File: src/common/cpu900_defines.svh
`ifndef CPU900_DEFINES_SVH
`define CPU900_DEFINES_SVH

// program memory address width
`define CPU_ADDR_W 16

// XWA XBC XDE XHL XIX XIY XIZ XSP
`define CPU_NREGS 8

`endif

File: src/common/cpu900_pkg.sv
package cpu900_pkg;

    typedef logic [7:0] opcode_t;   // one opcode byte
    typedef logic [7:0] reg_code_t; // full register code, E0..FF hit the bank

    typedef logic [1:0] op_size_t;

    localparam op_size_t SZ_BYTE = 2'd0;
    localparam op_size_t SZ_WORD = 2'd1;
    localparam op_size_t SZ_LONG = 2'd2;

    typedef enum logic [5:0] {
        ALU_NOP  = 6'd0,
        ALU_MOVE = 6'd1
    } alu_op_e;

    // move command, control to execution
    typedef struct packed {
        alu_op_e   op;
        logic [31:0] imm;
        logic      smux;  // 1: immediate, 0: source register
        logic [2:0] we;   // one-hot long/word/byte
        reg_code_t src;
        reg_code_t dst;
    } alu_cmd_t;

    // register write report
    typedef struct packed {
        logic      en;
        logic [2:0] idx;
        logic [31:0] value; // whole register after the write
    } reg_wr_t;

endpackage

File: src/design/cpu900_fetch.sv
`timescale 1ns/1ps
`include "cpu900_defines.svh"

module cpu900_fetch (
    input  logic                   clk,
    input  logic                   rst,
    input  logic                   cen,
    output logic [`CPU_ADDR_W-1:0] prog_addr,
    input  logic [7:0]             prog_data,
    input  logic [1:0]             fetched,
    output logic [31:0]            op,
    output logic                   op_ok
);

    logic [47:0]            q;        // six bytes, oldest in 7:0
    logic [47:0]            nx_q;
    logic [2:0]             cnt;      // valid bytes in q
    logic [2:0]             nx_cnt;
    logic [2:0]             rem;      // bytes left after dropping
    logic                   room;
    logic [`CPU_ADDR_W-1:0] rd_addr;

    assign prog_addr = rd_addr;
    assign op        = q[31:0];
    assign op_ok     = cnt >= 3'd4;

    // drop and append in the same cycle
    always_comb begin
        rem    = cnt - {1'b0, fetched};
        room   = rem < 3'd6;
        nx_q   = q >> {fetched, 3'b000};
        nx_cnt = rem;
        if (room) begin
            nx_q[{rem, 3'b000} +: 8] = prog_data; // lands right after the last valid byte
            nx_cnt = rem + 3'd1;
        end
    end

    always_ff @(posedge clk or posedge rst) begin
        if (rst) begin
            cnt     <= 3'd0;
            rd_addr <= '0;
        end else if (cen) begin
            cnt <= nx_cnt;
            if (room) begin
                rd_addr <= rd_addr + 1'b1;
            end
        end
    end

    always_ff @(posedge clk) begin
        if (cen) begin
            q <= nx_q;
        end
    end

endmodule

File: src/ctrl/cpu900_ctrl.sv
`timescale 1ns/1ps

module cpu900_ctrl import cpu900_pkg::*; (
    input  logic        clk,
    input  logic        rst,
    input  logic        cen,
    input  logic [31:0] op,
    input  logic        op_ok,
    output logic [1:0]  fetched,
    output alu_cmd_t    cmd,
    output logic        illegal
);

    typedef enum logic [1:0] {
        FETCH,
        EXEC,
        FILL,
        HALT
    } phase_e;

    phase_e   phase;
    phase_e   nx_phase;
    alu_cmd_t nx_cmd;
    op_size_t zz;        // operand size of the current instruction
    op_size_t nx_zz;
    logic     nx_illegal;
    logic     settle;    // one idle cycle after consuming bytes
    opcode_t  op0;

    assign op0 = op[7:0];

    function automatic logic [2:0] expand_zz(input op_size_t sz);
        case (sz)
            SZ_BYTE: expand_zz = 3'b001;
            SZ_WORD: expand_zz = 3'b010;
            SZ_LONG: expand_zz = 3'b100;
            default: expand_zz = 3'b000;
        endcase
    endfunction

    // short three-bit register to full code
    function automatic reg_code_t expand_reg(input logic [2:0] r, input op_size_t sz);
        if (sz == SZ_BYTE) begin
            expand_reg = {4'he, r[2:1], 1'b0, ~r[0]}; // W at E1, A at E0
        end else begin
            expand_reg = {3'b111, r[2], r[1:0], 2'b00};
        end
    endfunction

    always_comb begin
        fetched    = 2'd0;
        nx_phase   = phase;
        nx_cmd     = cmd;
        nx_cmd.we  = 3'b000; // write strobe lasts one enabled cycle
        nx_zz      = zz;
        nx_illegal = illegal;
        if (op_ok && !settle) begin
            case (phase)
                FETCH: begin
                    nx_cmd.op   = ALU_NOP;
                    nx_cmd.smux = 1'b0;
                    casez (op0)
                        8'h00: fetched = 2'd1; // NOP
                        8'b0010_0???, 8'b0011_0???, 8'b0100_0???: begin // LD R,#
                            nx_zz       = {op0[6], op0[4]};
                            nx_cmd.dst  = expand_reg(op0[2:0], nx_zz);
                            nx_cmd.imm  = {24'd0, op[15:8]};
                            nx_cmd.op   = ALU_MOVE;
                            nx_cmd.smux = 1'b1;
                            fetched     = 2'd2;
                            if (nx_zz == SZ_BYTE) begin
                                nx_cmd.we = expand_zz(nx_zz);
                            end else begin
                                nx_phase = FILL;
                            end
                        end
                        8'b11??_0111, 8'b11??_1???: begin // register prefixes
                            if (op0[5:4] == 2'd3) begin
                                nx_illegal = 1'b1;
                                nx_phase   = HALT;
                            end else begin
                                nx_zz    = op0[5:4];
                                nx_phase = EXEC;
                                if (op0[3]) begin
                                    nx_cmd.dst = expand_reg(op0[2:0], op0[5:4]);
                                    fetched    = 2'd1;
                                end else begin
                                    nx_cmd.dst = op[15:8]; // extended code in byte 2
                                    fetched    = 2'd2;
                                end
                            end
                        end
                        default: begin
                            nx_illegal = 1'b1;
                            nx_phase   = HALT;
                        end
                    endcase
                end
                EXEC: begin // second byte after a prefix
                    nx_phase    = FETCH;
                    nx_cmd.op   = ALU_MOVE;
                    nx_cmd.smux = 1'b0;
                    casez (op0)
                        8'b1000_1???: begin // LD R,r
                            nx_cmd.src = cmd.dst;
                            nx_cmd.dst = expand_reg(op0[2:0], zz);
                            nx_cmd.we  = expand_zz(zz);
                            fetched    = 2'd1;
                        end
                        8'b1001_1???: begin // LD r,R
                            nx_cmd.src = expand_reg(op0[2:0], zz);
                            nx_cmd.we  = expand_zz(zz);
                            fetched    = 2'd1;
                        end
                        8'b1010_1???: begin // LD r,#3
                            nx_cmd.imm  = {29'd0, op0[2:0]};
                            nx_cmd.smux = 1'b1;
                            nx_cmd.we   = expand_zz(zz);
                            fetched     = 2'd1;
                        end
                        8'b0000_0011: begin // LD r,#
                            nx_cmd.imm  = {24'd0, op[15:8]};
                            nx_cmd.smux = 1'b1;
                            fetched     = 2'd2;
                            if (zz == SZ_BYTE) begin
                                nx_cmd.we = expand_zz(zz);
                            end else begin
                                nx_phase = FILL;
                            end
                        end
                        default: begin
                            nx_illegal = 1'b1;
                            nx_phase   = HALT;
                        end
                    endcase
                end
                FILL: begin // rest of a word or long immediate
                    nx_phase  = FETCH;
                    nx_cmd.we = expand_zz(zz);
                    if (zz == SZ_WORD) begin
                        nx_cmd.imm[31:16] = 16'd0;
                        nx_cmd.imm[15:8]  = op[7:0];
                        fetched           = 2'd1;
                    end else begin
                        nx_cmd.imm[31:8] = op[23:0];
                        fetched          = 2'd3;
                    end
                end
                default: ; // halted
            endcase
        end
    end

    always_ff @(posedge clk or posedge rst) begin
        if (rst) begin
            phase   <= FETCH;
            cmd     <= '0;
            zz      <= SZ_BYTE;
            illegal <= 1'b0;
            settle  <= 1'b0;
        end else if (cen) begin
            phase   <= nx_phase;
            cmd     <= nx_cmd;
            zz      <= nx_zz;
            illegal <= nx_illegal;
            settle  <= fetched != 2'd0;
        end
    end

endmodule

File: src/design/cpu900_exec.sv
`timescale 1ns/1ps
`include "cpu900_defines.svh"

module cpu900_exec import cpu900_pkg::*; (
    input  logic     clk,
    input  logic     rst,
    input  logic     cen,
    input  alu_cmd_t cmd,
    output reg_wr_t  wb
);

    logic [31:0] regs [`CPU_NREGS];
    logic [2:0]  src_idx;
    logic [2:0]  dst_idx;
    logic [31:0] src_val;
    logic [31:0] operand;
    logic [31:0] nx_val;  // destination after the lane merge
    logic        dst_ok;
    logic        do_wr;
    logic        wb_en;
    logic [2:0]  wb_idx;
    logic [31:0] wb_value;

    assign src_idx = {cmd.src[4], cmd.src[3:2]};
    assign dst_idx = {cmd.dst[4], cmd.dst[3:2]};
    assign dst_ok  = cmd.dst[7:5] == 3'b111; // E0..FF only

    assign do_wr = cen && dst_ok && (cmd.op == ALU_MOVE) && (cmd.we != 3'b000);

    // source lane moved down to bit 0
    assign src_val = regs[src_idx] >> {cmd.src[1:0], 3'b000};
    assign operand = cmd.smux ? cmd.imm : src_val;

    always_comb begin
        nx_val = regs[dst_idx];
        if (cmd.we[2]) begin
            nx_val = operand;
        end else if (cmd.we[1]) begin
            nx_val[{cmd.dst[1], 4'b0000} +: 16] = operand[15:0]; // halfword dst[1]
        end else if (cmd.we[0]) begin
            nx_val[{cmd.dst[1:0], 3'b000} +: 8] = operand[7:0];
        end
    end

    always_ff @(posedge clk or posedge rst) begin
        if (rst) begin
            for (int i = 0; i < `CPU_NREGS; i++) begin
                regs[i] <= 32'd0;
            end
            wb_en <= 1'b0;
        end else begin
            wb_en <= do_wr; // low again on the next edge, also when cen drops
            if (do_wr) begin
                regs[dst_idx] <= nx_val;
            end
        end
    end

    always_ff @(posedge clk) begin
        if (do_wr) begin
            wb_idx   <= dst_idx;
            wb_value <= nx_val;
        end
    end

    assign wb = '{en: wb_en, idx: wb_idx, value: wb_value};

endmodule

File: src/design/cpu900_top.sv
`timescale 1ns/1ps
`include "cpu900_defines.svh"

module cpu900_top import cpu900_pkg::*; (
    input  logic                   clk,
    input  logic                   rst,
    input  logic                   cen,
    output logic [`CPU_ADDR_W-1:0] prog_addr,
    input  logic [7:0]             prog_data,
    output reg_wr_t                wb,
    output logic                   illegal
);

    logic [31:0] op;       // opcode window
    logic        op_ok;
    logic [1:0]  fetched;  // bytes consumed this cycle
    alu_cmd_t    cmd;

    cpu900_fetch u_fetch (
        .clk       (clk),
        .rst       (rst),
        .cen       (cen),
        .prog_addr (prog_addr),
        .prog_data (prog_data),
        .fetched   (fetched),
        .op        (op),
        .op_ok     (op_ok)
    );

    cpu900_ctrl u_ctrl (
        .clk     (clk),
        .rst     (rst),
        .cen     (cen),
        .op      (op),
        .op_ok   (op_ok),
        .fetched (fetched),
        .cmd     (cmd),
        .illegal (illegal)
    );

    cpu900_exec u_exec (
        .clk (clk),
        .rst (rst),
        .cen (cen),
        .cmd (cmd),
        .wb  (wb)
    );

endmodule

File: config.mk
export PLATFORM = sky130hd
export DESIGN_NAME = cpu900_top
export DESIGN_NICKNAME = d
export VERILOG_FILES = /design/src/common/cpu900_pkg.sv /design/src/design/cpu900_fetch.sv /design/src/ctrl/cpu900_ctrl.sv /design/src/design/cpu900_exec.sv /design/src/design/cpu900_top.sv
export VERILOG_INCLUDE_DIRS = /design/src /design/src/common
export SDC_FILE = /design/constraint.sdc
export NUM_CORES = 1
export LEC_CHECK = 0
export BUFFER_PORTS_ARGS = -buffer_cell sky130_fd_sc_hd__buf_2
export CELL_PAD_IN_SITES_DETAIL_PLACEMENT = 0
export CELL_PAD_IN_SITES_GLOBAL_PLACEMENT = 1
export CORE_MARGIN = 2
export CORE_UTILIZATION = 48
export CTS_BUF_LIST = sky130_fd_sc_hd__clkbuf_2
export CTS_CLUSTER_DIAMETER = 200
export CTS_CLUSTER_SIZE = 20
export DETAILED_ROUTE_END_ITERATION = 16
export PLACE_DENSITY = 0.76
export SYNTH_ARGS = -nofsm -noshare
export SYNTH_HDL_FRONTEND = slang
export SYNTH_SLANG_ARGS = --single-unit
File: constraint.sdc
create_clock -name clk -period 11.9 [get_ports clk]
set_clock_uncertainty 0.15 [all_clocks]
set_input_delay 2.38 -clock clk [delete_from_list [all_inputs] [get_ports clk]]
set_output_delay 2.38 -clock clk [all_outputs]
set_load 0.01 [all_outputs]
==> out/results.md, run 1 <==
| Stage | Result | This run |
|---|---|---|
| clock tree | Level count of the clock H-tree | 1 |
| sta | Transition time at the pin with the least slew margin | 1.188 ns |
| global route | Global-route usage over all layers | 28.62% |
| synthesis | Number of synthesized flops with an enable pin | 83 |
| routing | Total routed wirelength | 71.58 mm |
| clock tree | Number of gates given a new drive strength after cts | 0 |
| synthesis | Synthesized netlist net count | 2113 |
| worst hold path | Type of the tightest min-delay check | flip-flop to flip-flop |
| global route | Wire length of the first global-routing pass | 109.7 mm |
| pwr | Leakage power of the design | 9.896 nW |
| routing | Via count normalized by instance count | 6.542 |
| clock tree | Number of buffers added for setup after CTS | 0 |
| clock tree | TritonCTS clock tree | yes |
| synthesis | Adder and majority gate portion of the synthesized area | 0.8436% |
| die | Core Region | 47650 sq um |
| global route | Via count of the first global-routing pass | 17194 |
| status | Outcome | finished, final reports clean |
| global route | Global route overflow | 0 |
| synthesis | Dominant cell type by area after synthesis | sky130_fd_sc_hd__dfrtp_1 |
| layout | Filler instances | 4343 |
| synthesis | Count of mapped cells out of synthesis | 2087 |
| routing | Detailed-route wire length per cell | 26.65 microns |
| setup path | Worst Setup Path Type | flip-flop to flip-flop |
| clock tree | Clock Root Buffer | sky130_fd_sc_hd__clkbuf_2 |
| pwr | Worst supply voltage drop on vdd | 0.1624 mV |
| placement | I/O Buffers | 63 |
| sta | Max-slew violation count | 0 |
| layout | Most common library cell in the layout ignoring fill and taps | sky130_fd_sc_hd__dfrtp_1 |
| die | Initial standard-cell utilization of the core | 48.56% |
| sta | Setup total negative slack | 0 ns |
| setup path | Highest net fanout along the worst path | 28 |
| layout | Most frequent cells in the layout | sky130_fd_sc_hd__dfrtp_1, sky130_fd_sc_hd__nand2_1, sky130_fd_sc_hd__mux2_2 |
| synthesis | Share of Yosys cell area claimed by the top area cell type | 35.91% |
| die | Die height | 223.6 microns |
| layout | Share of post-route cells with drive strength above 1 | 24.17% |
| clock tree | Number of clock sinks seen by CTS | 415 |
| clock tree | Clock slew seen by the registers of the worst setup and hold paths | 0.37 ns |
| die | Full die area | 49970 sq um |
| routing | Number of DRC violations after detailed-routing iteration 0 | 1901 |
| routing | Detailed Routing Iterations Pass 1 | 5 |
| synthesis | Post-Synthesis Cell Area | 23140 sq um |
| die | I/O pin count | 64 |
| clock tree | Number of buffers created by CTS | 24 |
| global route | Largest net degree at the start of global routing | 122 |
| die | Number of placement rows | 80 |
| placement | Instance count after placement with tap cells included | 2642 |
| synthesis | FF+latch count, synth | 415 |
| sta | Number of setup violations in the final report | 0 |
| pwr | Total power per unit cell area | 190.5 nW/um^2 |
| sta | Number of failing hold endpoints at the final stage | 0 |
| sta | Relative slew slack | 20.45% |
| synthesis | Ys flop type | sky130_fd_sc_hd__dfrtp_1 |
| routing | Remaining antenna violation count after routing | 0 |
| placement | Gp weighted congestion | 0.9365 |
| clock tree | Total of hold buffers inserted after clock tree synthesis | 0 |
| synthesis | Number of warnings reported in the yosys synthesis log | 0 |
| synthesis | Post-synthesis compound-gate area fraction | 14.71% |
| routing | Post-detailed-route DRC marker count | 0 |
| synthesis | Simple-gate area share of the yosys netlist | 11.44% |
| sta | RSZ-0062 raised after global routing | false |
| die | Die boundary width | 223.6 microns |
| global route | Antenna violations before repair | 1 |
| synthesis | Largest family of logic cells by synthesized area | multiplexers |
| synthesis | Portion of the post-synthesis area used by sequential elements | 46.68% |
| setup path | CP arrival | 7.41 ns |
| synthesis | Top cells by area in the synthesized netlist | sky130_fd_sc_hd__dfrtp_1, sky130_fd_sc_hd__edfxtp_1, sky130_fd_sc_hd__mux2_2 |
| synthesis | Number of distinct library cell variants in the gate-level netlist after synthesis | 98 |
| layout | Final standard cell utilization of the core | 50.47% |
| clock tree | Later-pin clock latency in the skew report | 1.19 ns |
| setup path | Kind of start point of the critical path | flip-flop |
| sta | Final cycle utilization of the critical path | 55.70% |
| setup path | Critical Path RT | 12.68 ns |
| synthesis | Mean instance size in the synthesized netlist | 11.09 sq um |
| sta | F_max | 0.1509 GHz |
| routing | Number of vias after detailed routing | 17572 |
| layout | Storage element area | 10810 sq um |
| flow run | Max-capacitance violation count | 0 |
| placement | Estimated wirelength of the detail-placed design | 47.19 mm |
| sta | Final Hold Slack | 0.3451 ns |
| synthesis | Synthesized-area fraction occupied by xor and xnor cells | 0.6814% |
| layout | Layout overhead on the synthesized area | 3.937% |
| synthesis | Proportion of synthesized area in mux cells | 21.97% |
| layout | Area of the multi-input gates | 11540 sq um |
| synthesis | Proportion of synthesized flip-flops having asynchronous set or reset | 80.00% |
| layout | Net count of the finished layout | 2079 |
| setup path | Crit. End Element | flip-flop |
| sta | Post-route minimum period | 6.628 ns |
| layout | Number of standard cells in the layout, taps in and fillers out | 2686 |
| clock tree | CTS max path bufs | 3 |
## stage by stage
step           cell area (sq um)  setup slack, ns  power [mW]
2_1_floorplan              23140           0.1735       3.396
3_5_place_dp               23830            5.323       4.025
6_report                   24050            5.272       4.581
4_1_cts                    24040            5.289       4.562
5_1_grt                    24050            4.622       4.827
3_3_place_gp               23830            5.481       3.984
## state kept, by name, summed over array words and instances (netlist names)
name,flops
u_exec.regs,256
u_ctrl.cmd,50
u_fetch.q,48
u_exec.wb_value,32
u_fetch.prog_addr,16
u_exec.wb_idx,3
u_fetch.cnt,3
u_ctrl.phase,2
u_ctrl.zz,2
u_ctrl.illegal,1
u_ctrl.settle,1
u_exec.wb_en,1
## worst max-delay path: stages (launching register included)
cell	delay (ns)
sky130_fd_sc_hd__edfxtp_1	0.76
sky130_fd_sc_hd__nor4_1	0.60
sky130_fd_sc_hd__nand4_1	0.30
sky130_fd_sc_hd__o2111ai_1	0.18
sky130_fd_sc_hd__and2_1	0.91
sky130_fd_sc_hd__inv_2	0.55
sky130_fd_sc_hd__fa_1	0.62
sky130_fd_sc_hd__xnor2_1	0.53
sky130_fd_sc_hd__inv_1	0.14
sky130_fd_sc_hd__ha_1	0.38
sky130_fd_sc_hd__nand3b_1	0.19
sky130_fd_sc_hd__nor4_2	0.84
sky130_fd_sc_hd__o21ai_0	0.25
## cells in the mapped netlist (10+ instances only)
library cell               count
sky130_fd_sc_hd__mux2i_1      89
sky130_fd_sc_hd__edfxtp_1     83
sky130_fd_sc_hd__nor2b_1      16
sky130_fd_sc_hd__o31ai_1      34
sky130_fd_sc_hd__xnor2_1      15
sky130_fd_sc_hd__mux2_2      208
sky130_fd_sc_hd__a22oi_1      83
sky130_fd_sc_hd__a31o_2       15
sky130_fd_sc_hd__a211oi_1     10
sky130_fd_sc_hd__mux4_2       74
sky130_fd_sc_hd__o211ai_1     21
sky130_fd_sc_hd__nand2b_1     17
sky130_fd_sc_hd__o21ai_0     109
sky130_fd_sc_hd__nor2_1      117
sky130_fd_sc_hd__nor3_1       16
sky130_fd_sc_hd__nand4_1      20
sky130_fd_sc_hd__dfrtp_1     332
sky130_fd_sc_hd__ha_1         14
sky130_fd_sc_hd__nand2_1     265
sky130_fd_sc_hd__nand3_1      27
sky130_fd_sc_hd__a221oi_1     20
sky130_fd_sc_hd__and2_1       26
sky130_fd_sc_hd__buf_1        16
sky130_fd_sc_hd__inv_1        31
sky130_fd_sc_hd__a21oi_1      79
sky130_fd_sc_hd__o22ai_1      25
sky130_fd_sc_hd__clkbuf_1    104
sky130_fd_sc_hd__a31oi_1      29
sky130_fd_sc_hd__buf_2        24
## logic make-up after synthesis
logic type,count (synthesis)
simple gates,570
compound gates,493
flops,415
mux,382
buf+inv,194
xor+xnor,18
fa+ha+maj,15
## report_power, final
part | internal [mW] | total, mW | switching, mW
clock network | 0.0878 | 0.540 | 0.452
registers | 1.73 | 2.06 | 0.333
logic | 0.726 | 1.98 | 1.26
total | 2.54 | 4.58 | 2.04
## path summary, 6_finish.rpt
path                                                    from                                 to  slack (ns)  cells after the start
setup reg to reg                      u_fetch.q[3]$_DFFE_PP_             u_fetch.q[6]$_DFFE_PP_        5.27                     12
max in group asynchronous                                rst         u_ctrl.cmd[12]$_DFFE_PP0P_        8.71                      3
min in group asynchronous                                rst        u_exec.regs[85]$_DFFE_PP0P_        1.17                      2
hold reg to reg            u_fetch.prog_addr[15]$_DFFE_PP0P_  u_fetch.prog_addr[15]$_DFFE_PP0P_        0.35                      1
setup / recovery                      u_fetch.q[3]$_DFFE_PP_             u_fetch.q[6]$_DFFE_PP_        5.27                     12
hold / removal             u_fetch.prog_addr[15]$_DFFE_PP0P_  u_fetch.prog_addr[15]$_DFFE_PP0P_        0.35                      1
## final cells by class
| class | instances | area share [%] |
|---|---|---|
| tap | 615 | 3.200 |
| sequential | 415 | 44.95 |
| inverter | 37 | 0.6087 |
| multi-input combinational | 1478 | 47.97 |
| clock inverter | 1 | 0.02601 |
| antenna | 2 | 0.02081 |
| clock buffer | 41 | 0.8533 |
| timing repair buffer | 97 | 2.373 |
## per-layer routing
layer  share of wire, %  vias to the layer above  track usage, %
met3                7.3                      132           3.856
met2                 47                      792           46.15
met4                2.7                        0           7.527
met1                 43                     8913           41.04
met5                  0                        -               0
li1                   -                     7735               -
No activity file was read; power rests on OpenSTA's default activity.
==> run 2: changes to the inputs <==
--- a/config.mk
+++ b/config.mk
@@ -10,12 +10,12 @@
 export CELL_PAD_IN_SITES_DETAIL_PLACEMENT = 0
 export CELL_PAD_IN_SITES_GLOBAL_PLACEMENT = 1
 export CORE_MARGIN = 2
-export CORE_UTILIZATION = 48
+export CORE_UTILIZATION = 53
 export CTS_BUF_LIST = sky130_fd_sc_hd__clkbuf_2
 export CTS_CLUSTER_DIAMETER = 200
 export CTS_CLUSTER_SIZE = 20
 export DETAILED_ROUTE_END_ITERATION = 16
-export PLACE_DENSITY = 0.76
+export PLACE_DENSITY = 0.8
 export SYNTH_ARGS = -nofsm -noshare
 export SYNTH_HDL_FRONTEND = slang
 export SYNTH_SLANG_ARGS = --single-unit
==> constraint.sdc (replaced) <==
create_clock -name clk -period 6.9 [get_ports clk]
set_clock_uncertainty 0.15 [all_clocks]
set_input_delay 1.38 -clock clk [delete_from_list [all_inputs] [get_ports clk]]
set_output_delay 1.38 -clock clk [all_outputs]
set_load 0.01 [all_outputs]
==> run 2 against run 1 <==
Net effect: worst hold slack worse by 0.19 ns; sequential share of layout area about the same; routed wire length down 0.59%; largest cell class unchanged; critical path depth up 1; via count up 1.5%; setup slack worse by 4.4 ns; fmax up 11%; non-clock buffer count up 2; sequential power up 73%; clock power up 73%; die area down 9.3%.
==> out/results.md, run 2 (synthesis gave the netlist of run 1 again) <==
| Stage | Result | This run | Change |
|---|---|---|---|
| setup path | CP arrival | 6.77 ns | -0.64 ns |
| placement | Gp weighted congestion | 0.9388 | +0.25% |
| die | Full die area | 45340 sq um | -9.3% |
| sta | Relative slew slack | 20.14% | -0.31 points |
| clock tree | Later-pin clock latency in the skew report | 1.15 ns | -0.04 ns |
| clock tree | TritonCTS clock tree | yes |  |
| pwr | Leakage power of the design | 9.918 nW | +0.22% |
| setup path | Crit. End Element | flip-flop |  |
| sta | Transition time at the pin with the least slew margin | 1.198 ns | +0.009930 ns |
| layout | Filler instances | 3732 | -14% |
| clock tree | Number of clock sinks seen by CTS | 415 | unchanged |
| clock tree | CTS max path bufs | 3 | unchanged |
| layout | Net count of the finished layout | 2081 | +0.096% |
| global route | Via count of the first global-routing pass | 17275 | +0.47% |
| clock tree | Clock Root Buffer | sky130_fd_sc_hd__clkbuf_2 |  |
| setup path | Kind of start point of the critical path | flip-flop |  |
| routing | Remaining antenna violation count after routing | 0 | unchanged |
| layout | Share of post-route cells with drive strength above 1 | 24.28% | +0.11 points |
| routing | Post-detailed-route DRC marker count | 0 | unchanged |
| die | Initial standard-cell utilization of the core | 53.71% | +5.2 points |
| setup path | Cell with the largest stage delay on the worst path | sky130_fd_sc_hd__nor4_2 |  |
| routing | Detailed-route wire length per cell | 26.77 microns | +0.46% |
| clock tree | Clock slew seen by the registers of the worst setup and hold paths | 0.42 ns | +0.05 ns |
| clock tree | Level count of the clock H-tree | 1 | unchanged |
| sta | RSZ-0062 raised after global routing | false |  |
| clock tree | Number of gates given a new drive strength after cts | 0 | unchanged |
| setup path | Cells traversed along the worst timing path | nor4_1 > nand4_1 > o2111ai_1 > and2_1 > buf_4 > inv_2 > fa_1 > xnor2_1 > inv_1 > ha_1 > nand3b_1 > nor4_2 > o21ai_0 |  |
| die | Number of placement rows | 76 | -5.0% |
| placement | Total cell area at the placement stage | 23850 sq um | about the same |
| global route | Antenna violations before repair | 2 | +1 |
| global route | Wire length of the first global-routing pass | 108.5 mm | -1.1% |
| sta | Final cycle utilization of the critical path | 86.71% | +31 points |
| placement | Pre-CTS setup slack | 1.074 ns | -4.249 ns |
| routing | Number of DRC violations after detailed-routing iteration 0 | 2160 | +14% |
| setup path | Critical Path RT | 7.69 ns | -4.99 ns |
| sta | F_max | 0.1671 GHz | +11% |
| setup path | Slowest Stage Delay on Critical Path | 0.85 ns | -0.06 ns |
| routing | Number of vias after detailed routing | 17828 | +1.5% |
| layout | Max FFs per register | 256 | unchanged |
| sta | Number of setup violations in the final report | 0 | unchanged |
| sta | Setup total negative slack | 0 ns | unchanged |
| pwr | Total power per unit cell area | 328.7 nW/um^2 | +73% |
| sta | Post-route minimum period | 5.983 ns | -0.6453 ns |
| global route | Global-route usage over all layers | 31.69% | +3.1 points |
| layout | Layout overhead on the synthesized area | 4.023% | about the same |
| die | Die height | 212.9 microns | -4.7% |
| setup path | Buffer and inverter count on the worst path | 3 | +1 |
| setup path | Worst Setup Path Type | flip-flop to flip-flop |  |
| die | I/O pin count | 64 | unchanged |
| global route | Global route overflow | 0 | unchanged |
| layout | Largest reg by FF count | u_exec.regs |  |
| layout | Most common library cell in the layout ignoring fill and taps | sky130_fd_sc_hd__dfrtp_1 |  |
| sta | Post-route worst setup slack | 0.9172 ns | -4.355 ns |
| routing | Total routed wirelength | 71.16 mm | -0.59% |
| setup path | Cell family with most CP delay | simple AND/OR/NAND/NOR gates |  |
| flow run | Max-capacitance violation count | 0 | unchanged |
| clock tree | Number of buffers created by CTS | 24 | unchanged |
| clock tree | Number of buffers added for setup after CTS | 0 | unchanged |
| sta | Number of failing hold endpoints at the final stage | 0 | unchanged |
| layout | Most frequent cells in the layout | sky130_fd_sc_hd__dfrtp_1, sky130_fd_sc_hd__nand2_1, sky130_fd_sc_hd__mux2_2 |  |
| placement | I/O Buffers | 63 | unchanged |
| placement | Estimated wirelength of the detail-placed design | 48.09 mm | +1.9% |
| setup path | Highest net fanout along the worst path | 28 | unchanged |
| worst hold path | Type of the tightest min-delay check | input port to async pin |  |
| die | Core Region | 43080 sq um | -9.6% |
| global route | Largest net degree at the start of global routing | 186 | +52% |
| status | Outcome | finished, final reports clean |  |
| sta | Max-slew violation count | 0 | unchanged |
| die | Die boundary width | 212.9 microns | -4.7% |
| routing | Detailed Routing Iterations Pass 1 | 6 | +1 |
| clock tree | Total of hold buffers inserted after clock tree synthesis | 0 | unchanged |
| layout | Registers with the most flip-flops | u_exec.regs (256), u_ctrl.cmd (50), u_fetch.q (48) |  |
| layout | Post-route cell area | 24070 sq um | about the same |
| routing | Via count normalized by instance count | 6.707 | +2.5% |
| pwr | Worst supply voltage drop on vdd | 0.4408 mV | +170% |
-- run 2: area by class of cell --
type,count,area (sq um),share of cell area (%)
Sequential cell,415,10810,44.91
Inverter,37,142.6,0.5926
Timing Repair Buffer,99,623.1,2.589
Clock buffer,42,210.2,0.8734
Multi-Input combinational cell,1478,11540,47.96
Clock inverter,1,6.256,0.02599
Tap cell,585,732.0,3.041
Antenna cell,1,2.502,0.01040
-- run 2: worst register-to-register path, stage by stage, from the launching register on --
cell and delay (ns):
sky130_fd_sc_hd__edfxtp_1 0.76, sky130_fd_sc_hd__nor4_1 0.61, sky130_fd_sc_hd__nand4_1 0.29, sky130_fd_sc_hd__o2111ai_1 0.17, sky130_fd_sc_hd__and2_1 0.17, sky130_fd_sc_hd__buf_4 0.31
sky130_fd_sc_hd__inv_2 0.34, sky130_fd_sc_hd__fa_1 0.58, sky130_fd_sc_hd__xnor2_1 0.53, sky130_fd_sc_hd__inv_1 0.15, sky130_fd_sc_hd__ha_1 0.38, sky130_fd_sc_hd__nand3b_1 0.19
sky130_fd_sc_hd__nor4_2 0.85, sky130_fd_sc_hd__o21ai_0 0.28
-- run 2: worst paths after layout --
kind / slack (ns) / to / startpoint / cells past startpoint
worst max register to register: 0.92 / u_fetch.q[0]$_DFFE_PP_ / u_fetch.q[3]$_DFFE_PP_ / 13
worst max-delay path: 0.92 / u_fetch.q[0]$_DFFE_PP_ / u_fetch.q[3]$_DFFE_PP_ / 13
worst min register to register: 0.33 / u_fetch.prog_addr[15]$_DFFE_PP0P_ / u_fetch.prog_addr[15]$_DFFE_PP0P_ / 1
worst min-delay path: 0.16 / u_exec.regs[159]$_DFFE_PP0P_ / rst / 2
min in group clk: 0.33 / u_fetch.prog_addr[15]$_DFFE_PP0P_ / u_fetch.prog_addr[15]$_DFFE_PP0P_ / 1
max in group asynchronous: 4.95 / u_ctrl.cmd[11]$_DFFE_PP0P_ / rst / 3
-- run 2: power by group --
part / switching (mW) / total (mW) / internal [mW]
Clock: 0.781 / 0.936 / 0.155
Combinational: 2.13 / 3.40 / 1.27
Sequential: 0.597 / 3.57 / 2.98
Total: 3.51 / 7.91 / 4.40
-- run 2: metal layers --
| layer | vias to the layer above | GRT usage, % | wire length [microns] |
|---|---|---|---|
| li1 | 7744 | - | - |
| met1 | 9065 | 45.21 | 29630 |
| met2 | 873 | 50.63 | 33680 |
| met3 | 142 | 3.515 | 5506 |
| met4 | 4 | 10.90 | 2307 |
| met5 | - | 0 | 33 |
-- run 2: metrics by stage --
step / hold WS (ns) / std cells / util [%] / total power [mW]
3_5_place_dp: 0.3130 / 2614 / 55.36 / 6.943
6_report: 0.1560 / 2658 / 55.87 / 7.910
2_1_floorplan: 0.2696 / 2087 / - / 5.858
3_3_place_gp: 0.3118 / 2614 / 55.36 / 6.882
4_1_cts: 0.07690 / 2657 / 55.87 / 7.859
5_1_grt: 0.1358 / 2658 / 55.87 / 8.316
==> run 3: changes to the inputs <==
--- a/config.mk
+++ b/config.mk
@@ -15,7 +15,8 @@
 export CTS_CLUSTER_DIAMETER = 200
 export CTS_CLUSTER_SIZE = 20
 export DETAILED_ROUTE_END_ITERATION = 16
-export PLACE_DENSITY = 0.8
+export PLACE_DENSITY = 0.91
+export REMOVE_ABC_BUFFERS = 1
 export SYNTH_ARGS = -nofsm -noshare
 export SYNTH_HDL_FRONTEND = slang
 export SYNTH_SLANG_ARGS = --single-unit
==> run 3 against run 2 <==
Net effect: critical path depth did not move; final area barely moved; worst hold slack improved by 0.075 ns; setup slack improved by 0.14 ns; largest cell class unchanged; largest power group unchanged.
==> out/results.md, run 3 (synthesis gave the netlist of run 1 again) <==
| Stage | Result | This run | Change |
|---|---|---|---|
| layout | Net count of the finished layout | 2084 | +0.14% |
| setup path | Highest net fanout along the worst path | 28 | unchanged |
| layout | Largest reg by FF count | u_exec.regs |  |
| layout | Max FFs per register | 256 | unchanged |
| routing | Detailed-route wire length per cell | 26.13 microns | -2.4% |
| sta | Final cycle utilization of the critical path | 84.65% | -2.1 points |
| sta | Number of failing hold endpoints at the final stage | 0 | unchanged |
| worst hold path | Type of the tightest min-delay check | input port to async pin |  |
| pwr | Leakage power of the design | 9.933 nW | +0.15% |
| die | Full die area | 45340 sq um | unchanged |
| placement | Estimated wirelength of the detail-placed design | 46.15 mm | -4.0% |
| routing | Detailed Routing Iterations Pass 1 | 6 | unchanged |
| die | Core Region | 43080 sq um | unchanged |
| die | I/O pin count | 64 | unchanged |
| sta | Number of setup violations in the final report | 0 | unchanged |
| setup path | Kind of start point of the critical path | flip-flop |  |
| global route | Antenna violations before repair | 1 | -1 |
| layout | Post-route cell area | 24080 sq um | about the same |
| routing | Remaining antenna violation count after routing | 0 | unchanged |
| sta | Transition time at the pin with the least slew margin | 1.213 ns | +0.01536 ns |
| clock tree | Later-pin clock latency in the skew report | 1.13 ns | -0.02 ns |
| placement | Gp weighted congestion | 0.9767 | +4.0% |
| layout | Most frequent cells in the layout | sky130_fd_sc_hd__dfrtp_1, sky130_fd_sc_hd__nand2_1, sky130_fd_sc_hd__mux2_2 |  |
| status | Outcome | finished, final reports clean |  |
| clock tree | Clock slew seen by the registers of the worst setup and hold paths | 0.39 ns | -0.03 ns |
| die | Initial standard-cell utilization of the core | 53.71% | unchanged |
| clock tree | Total of hold buffers inserted after clock tree synthesis | 0 | unchanged |
| clock tree | Number of gates given a new drive strength after cts | 0 | unchanged |
| global route | Largest net degree at the start of global routing | 134 | -28% |
| pwr | Overall power after layout | 7.869 mW | -0.53% |
| layout | Registers with the most flip-flops | u_exec.regs (256), u_ctrl.cmd (50), u_fetch.q (48) |  |
| die | Die height | 212.9 microns | unchanged |
| placement | Instance count after placement with tap cells included | 2617 | +0.11% |
| setup path | Critical Path RT | 7.58 ns | -0.11 ns |
| global route | Global-route usage over all layers | 30.69% | -0.99 points |
| layout | Layout overhead on the synthesized area | 4.056% | about the same |
| sta | Relative slew slack | 19.03% | -1.1 points |
| die | Number of placement rows | 76 | unchanged |
| global route | Wire length of the first global-routing pass | 105.9 mm | -2.3% |
| placement | Pre-CTS setup slack | 1.117 ns | +0.04321 ns |
| clock tree | Number of buffers created by CTS | 24 | unchanged |
| setup path | CP arrival | 6.52 ns | -0.25 ns |
| clock tree | CTS max path bufs | 3 | unchanged |
| placement | Total cell area at the placement stage | 23860 sq um | about the same |
| routing | Via count normalized by instance count | 6.689 | -0.28% |
| pwr | Total power per unit cell area | 326.8 nW/um^2 | -0.56% |
| placement | I/O Buffers | 63 | unchanged |
| clock tree | TritonCTS clock tree | yes |  |
| clock tree | Level count of the clock H-tree | 1 | unchanged |
| routing | Number of DRC violations after detailed-routing iteration 0 | 2145 | -0.69% |
| layout | Number of standard cells in the layout, taps in and fillers out | 2660 | +0.075% |
| routing | Post-detailed-route DRC marker count | 0 | unchanged |
| global route | Via count of the first global-routing pass | 17545 | +1.6% |
| global route | Global route overflow | 0 | unchanged |
| layout | Share of post-route cells with drive strength above 1 | 24.30% | +0.025 points |
| sta | Post-route worst setup slack | 1.059 ns | +0.1418 ns |
| setup path | Worst Setup Path Type | flip-flop to flip-flop |  |
| routing | Total routed wirelength | 69.52 mm | -2.3% |
| sta | RSZ-0062 raised after global routing | false |  |
| flow run | Max-capacitance violation count | 0 | unchanged |
| pwr | Worst supply voltage drop on vdd | 0.3753 mV | -15% |
| sta | F_max | 0.1712 GHz | +2.4% |
| setup path | Crit. End Element | flip-flop |  |
| clock tree | Clock Root Buffer | sky130_fd_sc_hd__clkbuf_2 |  |
| sta | Max-slew violation count | 0 | unchanged |
| sta | Post-route minimum period | 5.841 ns | -0.1418 ns |
| layout | Most common library cell in the layout ignoring fill and taps | sky130_fd_sc_hd__dfrtp_1 |  |
| clock tree | Number of buffers added for setup after CTS | 0 | unchanged |
| clock tree | Number of clock sinks seen by CTS | 415 | unchanged |
| die | Die boundary width | 212.9 microns | unchanged |
| routing | Number of vias after detailed routing | 17792 | -0.20% |
-- run 3: cell type report --
class | instances | area [sq um]
clock inverters | 1 | 6.256
repair buffers | 102 | 633.1
clock buffers | 41 | 205.2
flip-flops and latches | 415 | 10810
inverters | 37 | 146.4
fillers | 3749 | 19000
multi-input cells | 1478 | 11540
well taps | 585 | 732.0
diodes | 1 | 2.502
-- run 3: worst max-delay path: stages (launching register included) --
cell and delay (ns):
sky130_fd_sc_hd__edfxtp_1 0.75, sky130_fd_sc_hd__nor4_1 0.59, sky130_fd_sc_hd__nand4_1 0.25, sky130_fd_sc_hd__o2111ai_1 0.16
sky130_fd_sc_hd__and2_1 0.17, sky130_fd_sc_hd__buf_4 0.31, sky130_fd_sc_hd__inv_2 0.32, sky130_fd_sc_hd__fa_1 0.57
sky130_fd_sc_hd__xnor2_1 0.47, sky130_fd_sc_hd__inv_1 0.14, sky130_fd_sc_hd__ha_1 0.37, sky130_fd_sc_hd__nand3b_1 0.19
sky130_fd_sc_hd__nor4_2 0.86, sky130_fd_sc_hd__o21ai_0 0.25
-- run 3: where the power goes --
part           switching [mW]  internal, mW  total [mW]
clock network           0.768         0.151       0.919
logic                    2.11          1.26        3.37
registers               0.598          2.98        3.57
-- run 3: through the flow --
stage / TNS (ns) / utilization (%) / hold slack, ns
final: 0 / 55.89 / 0.2309
after global routing: 0 / 55.89 / 0.2375
after CTS: 0 / 55.88 / 0.2071
after detailed placement: 0 / 55.39 / 0.3134
after global placement: 0 / 55.39 / 0.3075
after floorplan: -1270.39 / - / 0.2913
-- run 3: layer usage --
| layer | vias up | global-route usage [%] | wire length (microns) |
|---|---|---|---|
| met5 | - | 0 | 0 |
| met2 | 913 | 48.60 | 32420 |
| li1 | 7730 | - | - |
| met4 | 0 | 13.87 | 3084 |
| met3 | 199 | 5.207 | 5540 |
| met1 | 8950 | 41.62 | 28470 |
-- run 3: final timing paths --
path	to	slack, ns	start	cells past startpoint
worst min register to register	u_fetch.prog_addr[15]$_DFFE_PP0P_	0.34	u_fetch.prog_addr[15]$_DFFE_PP0P_	1
min in group clk	u_fetch.prog_addr[15]$_DFFE_PP0P_	0.34	u_fetch.prog_addr[15]$_DFFE_PP0P_	1
worst max-delay path	u_fetch.q[7]$_DFFE_PP_	1.06	u_fetch.q[3]$_DFFE_PP_	13
worst max register to register	u_fetch.q[7]$_DFFE_PP_	1.06	u_fetch.q[3]$_DFFE_PP_	13
worst min-delay path	u_exec.regs[187]$_DFFE_PP0P_	0.23	rst	2
max in group asynchronous	u_exec.regs[71]$_DFFE_PP0P_	5.11	rst	3
